$ cat src/hw/fir_pkg.sv
`default_nettype none

package fir_pkg;

    // filter geometry
    localparam int NUM_TAPS = 11;           // coefficients and history depth
    localparam int ADDR_W   = 12;           // register port address bits
    localparam int DATA_W   = 32;           // samples, coefficients and y

    // widths that carry a meaning
    typedef logic [ADDR_W-1:0]           addr_t;
    typedef logic [DATA_W-1:0]           data_t;
    typedef logic [$clog2(NUM_TAPS)-1:0] tap_idx_t;   // 0 to 10
    typedef logic [DATA_W-1:0]           len_t;       // samples per run

    // register map
    localparam addr_t REG_CTRL = 12'h000;   // ap control and status
    localparam addr_t REG_LEN  = 12'h010;   // data length
    localparam addr_t TAP_BASE = 12'h040;   // coef i at TAP_BASE + 4*i

    // control states
    typedef enum logic [1:0] {
        AP_IDLE,
        AP_RUN,
        AP_DONE
    } ap_state_e;

    // one tap request from the issue stage
    typedef struct packed {
        tap_idx_t tap;
        logic     first;          // tap 0, acc reloads
        logic     last;           // tap 10, sum complete
        logic     stream_last;    // final sample of the run
    } issue_req_t;

    // history read for x[n-i]
    typedef struct packed {
        data_t x;
        logic  first;
        logic  last;
        logic  stream_last;
    } fetch_t;

    // h[i] * x[n-i], wrapped to 32 bits
    typedef struct packed {
        data_t p;
        logic  first;
        logic  last;
        logic  stream_last;
    } prod_t;

endpackage

`default_nettype wire

$ cat src/hw/fir_cfg_regs.sv
`default_nettype none

module fir_cfg_regs (
    input  logic              axis_clk,
    input  logic              axis_rst_n,
    // write channel
    input  logic              awvalid,
    input  logic              wvalid,
    input  fir_pkg::addr_t    awaddr,
    input  fir_pkg::data_t    wdata,
    output logic              awready,
    output logic              wready,
    // read channel
    input  logic              arvalid,
    input  logic              rready,
    input  fir_pkg::addr_t    araddr,
    output logic              arready,
    output logic              rvalid,
    output fir_pkg::data_t    rdata,
    // datapath side
    input  fir_pkg::tap_idx_t coef_idx,
    input  logic              stream_done,
    input  logic              ss_tready,
    input  logic              sm_tvalid,
    output logic              run_start,
    output logic              running,
    output fir_pkg::len_t     data_length,
    output fir_pkg::data_t    coef
);

    import fir_pkg::*;

    ap_state_e state;
    data_t     coefs [NUM_TAPS];    // h[0..10]
    logic      wr_en;
    logic      cfg_wr;              // config writes only land while idle
    logic      rd_ctrl;
    logic      idle;
    logic      done;
    data_t     rd_mux;

    // word aligned and inside the coefficient window
    function automatic logic is_tap(input addr_t a);
        return (a >= TAP_BASE) && (a < TAP_BASE + addr_t'(4 * NUM_TAPS)) &&
               (a[1:0] == 2'b00);
    endfunction

    function automatic tap_idx_t tap_of(input addr_t a);
        addr_t off;
        off = a - TAP_BASE;
        return tap_idx_t'(off >> 2);    // byte offset to tap index
    endfunction

    assign wr_en   = awvalid && wvalid;     // address and data together
    assign awready = wr_en;
    assign wready  = wr_en;
    assign arready = 1'b1;                  // reads never wait

    assign cfg_wr    = wr_en && (state == AP_IDLE);
    assign run_start = cfg_wr && (awaddr == REG_CTRL) && wdata[0];
    assign running   = (state == AP_RUN);
    assign rd_ctrl   = arvalid && (araddr == REG_CTRL);

    assign idle = (state != AP_RUN);        // stays up in done as well
    assign done = (state == AP_DONE);

    // ap control fsm
    always_ff @(posedge axis_clk or negedge axis_rst_n) begin
        if (!axis_rst_n) begin
            state <= AP_IDLE;
        end else begin
            case (state)
                AP_IDLE: if (run_start)   state <= AP_RUN;
                AP_RUN:  if (stream_done) state <= AP_DONE;
                AP_DONE: if (rd_ctrl)     state <= AP_IDLE;    // status read clears done
                default: state <= AP_IDLE;
            endcase
        end
    end

    always_ff @(posedge axis_clk or negedge axis_rst_n) begin
        if (!axis_rst_n) begin
            data_length <= '0;
        end else if (cfg_wr && (awaddr == REG_LEN)) begin
            data_length <= wdata;
        end
    end

    // coefficient array
    always_ff @(posedge axis_clk) begin
        if (cfg_wr && is_tap(awaddr)) begin
            coefs[tap_of(awaddr)] <= wdata;
        end
    end

    // h[i] lookup, lines up with the history fetch
    always_ff @(posedge axis_clk) begin
        coef <= coefs[coef_idx];
    end

    // read decode, status bits built at read time
    always_comb begin
        rd_mux = '0;
        if (araddr == REG_CTRL) begin
            // bit 0 start reads back as zero, bit 3 reserved
            rd_mux = {{(DATA_W-6){1'b0}}, sm_tvalid, ss_tready, 1'b0, idle, done, 1'b0};
        end else if (araddr == REG_LEN) begin
            rd_mux = data_length;
        end else if (is_tap(araddr)) begin
            rd_mux = coefs[tap_of(araddr)];
        end
    end

    always_ff @(posedge axis_clk or negedge axis_rst_n) begin
        if (!axis_rst_n) begin
            rvalid <= 1'b0;
        end else if (arvalid) begin
            rvalid <= 1'b1;         // one cycle after the address
        end else if (rready) begin
            rvalid <= 1'b0;
        end
    end

    always_ff @(posedge axis_clk) begin
        if (arvalid) begin
            rdata <= rd_mux;
        end
    end

endmodule

`default_nettype wire

$ cat src/hw/fir_issue.sv
`default_nettype none

module fir_issue (
    input  logic                axis_clk,
    input  logic                axis_rst_n,
    input  logic                run_start,
    input  logic                running,
    input  fir_pkg::len_t       data_length,
    input  logic                ss_tvalid,
    input  logic                stall,
    output logic                ss_tready,
    output fir_pkg::issue_req_t req,
    output logic                req_valid,
    output logic                accept
);

    import fir_pkg::*;

    len_t smp_cnt;      // samples taken this run
    logic step;         // move to the next tap

    // one sample at a time, never past the length
    assign ss_tready = running && !req_valid && (smp_cnt < data_length) && !stall;
    assign accept    = ss_tvalid && ss_tready;
    assign step      = req_valid && !stall;   // held request waits out the stall

    always_ff @(posedge axis_clk or negedge axis_rst_n) begin
        if (!axis_rst_n) begin
            smp_cnt   <= '0;
            req_valid <= 1'b0;
        end else if (run_start) begin
            smp_cnt   <= '0;
            req_valid <= 1'b0;
        end else if (accept) begin
            smp_cnt   <= smp_cnt + len_t'(1);
            req_valid <= 1'b1;              // tap 0 goes out right away
        end else if (step && req.last) begin
            req_valid <= 1'b0;              // tap 10 taken, reopen ss
        end
    end

    // tap sequencer
    always_ff @(posedge axis_clk) begin
        if (accept) begin
            req.tap         <= '0;
            req.first       <= 1'b1;
            req.last        <= 1'b0;
            // flag the final sample of the run
            req.stream_last <= (smp_cnt + len_t'(1)) == data_length;
        end else if (step && !req.last) begin
            req.tap   <= req.tap + tap_idx_t'(1);
            req.first <= 1'b0;
            req.last  <= (req.tap == tap_idx_t'(NUM_TAPS - 2));   // next one is tap 10
        end
    end

endmodule

`default_nettype wire

$ cat src/hw/fir_sample_buf.sv
`default_nettype none

module fir_sample_buf (
    input  logic                axis_clk,
    input  logic                axis_rst_n,
    input  logic                run_start,
    input  logic                accept,
    input  fir_pkg::data_t      ss_tdata,
    input  fir_pkg::issue_req_t req,
    input  logic                req_valid,
    input  logic                stall,
    output fir_pkg::fetch_t     fetch,
    output logic                fetch_valid
);

    import fir_pkg::*;

    data_t      hist [NUM_TAPS];    // circular x history
    tap_idx_t   ptr;                // slot of x[n]
    tap_idx_t   next_ptr;
    tap_idx_t   rd_pos;             // slot of x[n-i]
    logic [4:0] wrap_pos;           // one bit wider for ptr + 11

    assign next_ptr = (ptr == tap_idx_t'(NUM_TAPS - 1)) ? '0 : ptr + tap_idx_t'(1);

    // ptr - i modulo 11
    assign wrap_pos = {1'b0, ptr} + 5'(NUM_TAPS) - {1'b0, req.tap};
    assign rd_pos   = (ptr >= req.tap) ? ptr - req.tap : tap_idx_t'(wrap_pos);

    always_ff @(posedge axis_clk or negedge axis_rst_n) begin
        if (!axis_rst_n) begin
            ptr <= '0;
        end else if (run_start) begin
            ptr <= '0;
        end else if (accept) begin
            ptr <= next_ptr;
        end
    end

    // newest sample lands on the accepting edge, read by tap 0 next cycle
    always_ff @(posedge axis_clk) begin
        if (run_start) begin
            for (int i = 0; i < NUM_TAPS; i++) begin
                hist[i] <= '0;      // x before the run counts as zero
            end
        end else if (accept) begin
            hist[next_ptr] <= ss_tdata;
        end
    end

    always_ff @(posedge axis_clk or negedge axis_rst_n) begin
        if (!axis_rst_n) begin
            fetch_valid <= 1'b0;
        end else begin
            fetch_valid <= req_valid && !stall;    // a held request fetches once
        end
    end

    always_ff @(posedge axis_clk) begin
        fetch.x           <= hist[rd_pos];
        fetch.first       <= req.first;
        fetch.last        <= req.last;
        fetch.stream_last <= req.stream_last;
    end

endmodule

`default_nettype wire

$ cat src/hw/fir_mac.sv
`default_nettype none

module fir_mac (
    input  logic            axis_clk,
    input  logic            axis_rst_n,
    input  fir_pkg::fetch_t fetch,
    input  logic            fetch_valid,
    input  fir_pkg::data_t  coef,
    input  logic            sm_tready,
    output logic            stall,
    output logic            stream_done,
    output logic            sm_tvalid,
    output fir_pkg::data_t  sm_tdata,
    output logic            sm_tlast
);

    import fir_pkg::*;

    prod_t prod;
    logic  prod_valid;
    data_t acc;             // running sum
    logic  acc_done;        // acc holds a finished y
    logic  acc_tlast;

    // y stuck in the output register
    assign stall       = sm_tvalid && !sm_tready;
    assign stream_done = sm_tvalid && sm_tready && sm_tlast;

    always_ff @(posedge axis_clk or negedge axis_rst_n) begin
        if (!axis_rst_n) begin
            prod_valid <= 1'b0;
            acc_done   <= 1'b0;
            sm_tvalid  <= 1'b0;
            sm_tlast   <= 1'b0;
        end else begin
            prod_valid <= fetch_valid;
            acc_done   <= prod_valid && prod.last;
            if (acc_done) begin
                // issue gating keeps the output empty by the time a sum finishes
                sm_tvalid <= 1'b1;
                sm_tlast  <= acc_tlast;
            end else if (sm_tready) begin
                sm_tvalid <= 1'b0;
                sm_tlast  <= 1'b0;
            end
        end
    end

    // multiply stage, product wraps to 32 bits
    always_ff @(posedge axis_clk) begin
        prod.p           <= fetch.x * coef;
        prod.first       <= fetch.first;
        prod.last        <= fetch.last;
        prod.stream_last <= fetch.stream_last;
    end

    // accumulate stage
    always_ff @(posedge axis_clk) begin
        if (prod_valid) begin
            acc       <= prod.first ? prod.p : acc + prod.p;   // mod 2^32
            acc_tlast <= prod.stream_last;
        end
    end

    // output register, stable until sm_tready
    always_ff @(posedge axis_clk) begin
        if (acc_done) begin
            sm_tdata <= acc;
        end
    end

endmodule

`default_nettype wire

$ cat src/hw/fir_top.sv
`default_nettype none

module fir_top (
    input  logic           axis_clk,
    input  logic           axis_rst_n,
    // register port
    input  logic           awvalid,
    input  logic           wvalid,
    input  fir_pkg::addr_t awaddr,
    input  fir_pkg::data_t wdata,
    output logic           awready,
    output logic           wready,
    input  logic           arvalid,
    input  logic           rready,
    input  fir_pkg::addr_t araddr,
    output logic           arready,
    output logic           rvalid,
    output fir_pkg::data_t rdata,
    // x stream in
    input  logic           ss_tvalid,
    input  fir_pkg::data_t ss_tdata,
    output logic           ss_tready,
    // y stream out
    input  logic           sm_tready,
    output logic           sm_tvalid,
    output fir_pkg::data_t sm_tdata,
    output logic           sm_tlast
);

    import fir_pkg::*;

    logic       run_start;
    logic       running;
    len_t       data_length;
    data_t      coef;           // h[i] for the tap in fetch
    issue_req_t req;
    logic       req_valid;
    logic       accept;
    fetch_t     fetch;
    logic       fetch_valid;
    logic       stall;
    logic       stream_done;

    fir_cfg_regs i_cfg_regs (
        .axis_clk    (axis_clk),
        .axis_rst_n  (axis_rst_n),
        .awvalid     (awvalid),
        .wvalid      (wvalid),
        .awaddr      (awaddr),
        .wdata       (wdata),
        .awready     (awready),
        .wready      (wready),
        .arvalid     (arvalid),
        .rready      (rready),
        .araddr      (araddr),
        .arready     (arready),
        .rvalid      (rvalid),
        .rdata       (rdata),
        .coef_idx    (req.tap),
        .stream_done (stream_done),
        .ss_tready   (ss_tready),
        .sm_tvalid   (sm_tvalid),
        .run_start   (run_start),
        .running     (running),
        .data_length (data_length),
        .coef        (coef)
    );

    fir_issue i_issue (
        .axis_clk    (axis_clk),
        .axis_rst_n  (axis_rst_n),
        .run_start   (run_start),
        .running     (running),
        .data_length (data_length),
        .ss_tvalid   (ss_tvalid),
        .stall       (stall),
        .ss_tready   (ss_tready),
        .req         (req),
        .req_valid   (req_valid),
        .accept      (accept)
    );

    fir_sample_buf i_sample_buf (
        .axis_clk    (axis_clk),
        .axis_rst_n  (axis_rst_n),
        .run_start   (run_start),
        .accept      (accept),
        .ss_tdata    (ss_tdata),
        .req         (req),
        .req_valid   (req_valid),
        .stall       (stall),
        .fetch       (fetch),
        .fetch_valid (fetch_valid)
    );

    fir_mac i_mac (
        .axis_clk    (axis_clk),
        .axis_rst_n  (axis_rst_n),
        .fetch       (fetch),
        .fetch_valid (fetch_valid),
        .coef        (coef),
        .sm_tready   (sm_tready),
        .stall       (stall),
        .stream_done (stream_done),
        .sm_tvalid   (sm_tvalid),
        .sm_tdata    (sm_tdata),
        .sm_tlast    (sm_tlast)
    );

endmodule

`default_nettype wire

$ cat config.mk
export PLATFORM = sky130hd
export DESIGN_NAME = fir_top
export DESIGN_NICKNAME = d
export VERILOG_FILES = /design/src/hw/fir_pkg.sv /design/src/hw/fir_cfg_regs.sv /design/src/hw/fir_issue.sv /design/src/hw/fir_sample_buf.sv /design/src/hw/fir_mac.sv /design/src/hw/fir_top.sv
export SDC_FILE = /design/constraint.sdc
export NUM_CORES = 2
export LEC_CHECK = 0
export ABC_AREA = 0
export BUFFER_PORTS_ARGS = -buffer_cell sky130_fd_sc_hd__buf_2
export CAP_MARGIN = 40
export CORE_UTILIZATION = 59
export DETAILED_ROUTE_END_ITERATION = 7
export PLACE_DENSITY = 0.76
export SLEW_MARGIN = 20
export SYNTH_ARGS = -nofsm -noshare
export SYNTH_HDL_FRONTEND = slang
export SYNTH_SLANG_ARGS = --single-unit
$ cat constraint.sdc
create_clock -name axis_clk -period 7.2 [get_ports axis_clk]
set_input_delay 1.08 -clock axis_clk [delete_from_list [all_inputs] [get_ports axis_clk]]
set_output_delay 1.08 -clock axis_clk [all_outputs]
set_load 0.01 [all_outputs]
==> qor.csv <==
metric;value;unit
fin_crit;6.84;ns
hpwl;120;mm
grt_use_met3;0.0659;
synth_common_cells;930 x edfxtp_1, 526 x nand2_1, 509 x inv_1;
cts_tree;done;
busiest_layer;met2;
synth_cells;5225;
final_layout_size_suffix_gt1_frac;0.214;
slew_viol_final;0;
clock.fmax;146;MHz
syn_area;68800;um^2
grt_overflow;0;
synth_top_area_frac;0.406;
root_buffer;clkbuf_16;
syn_nets;5931;
cts_setup_buffers;0;
grt_max_degree;164;
cap_violations;0;
ys_seq_elements;1147;
clk_pin_slew;0.06;ns
met1_usage;0.412;
htreeDepth;3;
globalRouteMet2Util;0.517;
yosys_warnings;0;
die-area;118000;um^2
crit_family;adder cells;
async_flop_share;0.0671;
hold_viol;0;
fin_worst_skew;0.0495;ns
ys_top_cells_by_area;edfxtp_1 41%, fa_1 12%, mux4_2 9.4%;
startpoint_type;register;
wl_per_cell;26.2;um
cp.required;7.82;ns
clockBufferDepth;3;
hold_slack;0.297;ns
place_congestion;0.915;
synth-edff-count;930;
timing.critical_path.mode_cell;fa_1;
grtUsageTotal;0.316;
hold_buffers;0;
clock-sinks;1147;
critical_path.cell_chain;buf_4, nand2_1, fa_1, inv_1, fa_1, fa_1, inv_1, fa_1, inv_1, fa_1, fa_1, fa_1, fa_1, ha_1, a21o_1, a21oi_1, nor2b_1, nor2_1, and3_1, o21ai_0, a31oi_1, o21ai_0, xnor2_1;
ios;167;
crit_buf_inv;4;
max_slew_margin;0.216;
ant_nets;0;
synth_ff_type;edfxtp_1;
crit_path_end_kind;register;
start_util;0.598;
chipWidth;343;um
cp.arrival;7.46;ns
antenna_found_initial;14;
tns;0;ns
grt_pass1_wl;279;mm
vias;44600;
drt-pass1-iter-count;5;
yosysMostFrequentCell;edfxtp_1;
num_rows;124;
nNetsFinal;6015;
syn_to_final_growth;10.5;%
ys_types;84;
setup_viol;0;
syn_area_per_cell;13.2;um^2
synth_seq_area_share;0.475;
viasPerCell;6.43;
wirelength;182;mm
io_buffers;165;
die_y;343;um
rsz0062_at_grt;false;
clock_latency;0.73;ns
max_stage_delay;0.57;ns
crit_slowest_cell;fa_1;
core;115000;um^2
cp_max_fo;12;
path_class;reg2reg;
period_share;0.951;
r2r_setup_slack;0.36;ns
tightest_slew;1.18;ns
outcome;finished, final reports clean;
final_util;0.661;
drt-initial-drc-count;4783;
min_path_type;in2async;
drc_errors;0;
cts_made_buffers;117;
yosysTopAreaCell;edfxtp_1;
grt_pass1_vias;46200;
cell type report:
class	count	area, um^2
clock inverter	51	622
inverter	513	1930
tap	1512	1890
timing repair buffer	334	2580
clock buffer	172	3410
sequential	1147	32700
fill	7913	39000
multi-input combinational	3196	32800
antenna	7	17.5
worst register-to-register path: stages (launching register included):
cell and delay, ns:
dfxtp_2 0.53, buf_4 0.26, nand2_1 0.10, fa_1 0.41, inv_1 0.09, fa_1 0.44, fa_1 0.52, inv_1 0.05
fa_1 0.48, inv_1 0.06, fa_1 0.48, fa_1 0.57, fa_1 0.44, fa_1 0.44, ha_1 0.30, a21o_1 0.18
a21oi_1 0.24, nor2b_1 0.10, nor2_1 0.13, and3_1 0.16, o21ai_0 0.14, a31oi_1 0.32, o21ai_0 0.17, xnor2_1 0.14
timing repair:
item / CTS / global route
endpoints found under the setup margin: 0 / 5
endpoints found under the hold margin: 0 / 0
resized for setup: 0 / 15
through the flow:
step	std cells	setup slack, ns	area [um^2]
4_1_cts	6917	0.148	75800
2_1_floorplan	5225	0.556	68800
5_1_grt	6929	0.0682	76000
6_report	6932	0.356	76000
3_5_place_dp	6694	0.187	71700
3_3_place_gp	6673	0.298	71300
cell usage in the layout, fill, tap and decap left out, types with 16 or more instances in the layout:
cell type,instances
nor2_1,118
mux2i_1,72
clkbuf_8,23
nor3_2,31
nand2_1,523
o21ai_0,165
a21o_1,29
o31ai_1,17
nor2b_1,42
nand2b_1,17
buf_2,162
nand4_4,30
clkbuf_16,119
nand4_1,49
dfxtp_1,125
nand3_1,42
a21oi_1,155
xor2_1,54
and2_1,284
o2111ai_1,19
inv_1,509
fa_1,412
buf_4,135
a211oi_1,41
nor4_2,178
clkbuf_1,30
mux2_2,36
a2bb2oi_1,19
ha_1,198
buf_12,16
nor4_1,57
nor3_1,32
xnor2_1,102
dfrtp_1,75
clkinv_2,17
edfxtp_1,930
mux4_2,288
cells by family after synthesis:
group           share of synthesized area
xor+xnor                           0.0202
mux                                 0.111
buf+inv                            0.0528
other cells                     0.0000545
fa+ha+maj                           0.156
compound gates                     0.0519
flops                               0.475
simple gates                        0.133
final timing paths:
kind	from	end	cells past startpoint
worst max-delay path	i_cfg_regs.coef[9]	i_mac.prod[34]	23
worst min-delay path	axis_rst_n	i_issue.smp_cnt[20]	1
worst max register to register	i_cfg_regs.coef[9]	i_mac.prod[34]	23
worst min register to register	i_sample_buf.fetch[0]	i_mac.prod[0]	0
max in group asynchronous	axis_rst_n	i_mac.acc_done	2
min in group axis_clk	i_sample_buf.fetch[0]	i_mac.prod[0]	0
flip-flops by register name, indices dropped and copies added (netlist names), 2 cells and up:
| register | count |
|---|---|
| i_mac.sm_tdata | 32 |
| i_sample_buf.fetch | 35 |
| i_issue.req | 7 |
| i_cfg_regs.rdata | 32 |
| i_issue.smp_cnt | 32 |
| i_cfg_regs.data_length | 32 |
| i_cfg_regs.coefs | 352 |
| i_sample_buf.ptr | 4 |
| i_cfg_regs.state | 2 |
| i_mac.prod | 35 |
| i_sample_buf.hist | 512 |
| i_cfg_regs.coef | 32 |
| i_mac.acc | 32 |
metal layers:
layer  up-vias  share of wire
met5         -        0.00030
met4         8          0.045
met3       508           0.10
met2      2530           0.49
met1     22600           0.36
li1      18900              -
Power is not shown: default switching activity piles up to over one toggle a cycle in this logic, so the estimate is an artifact.
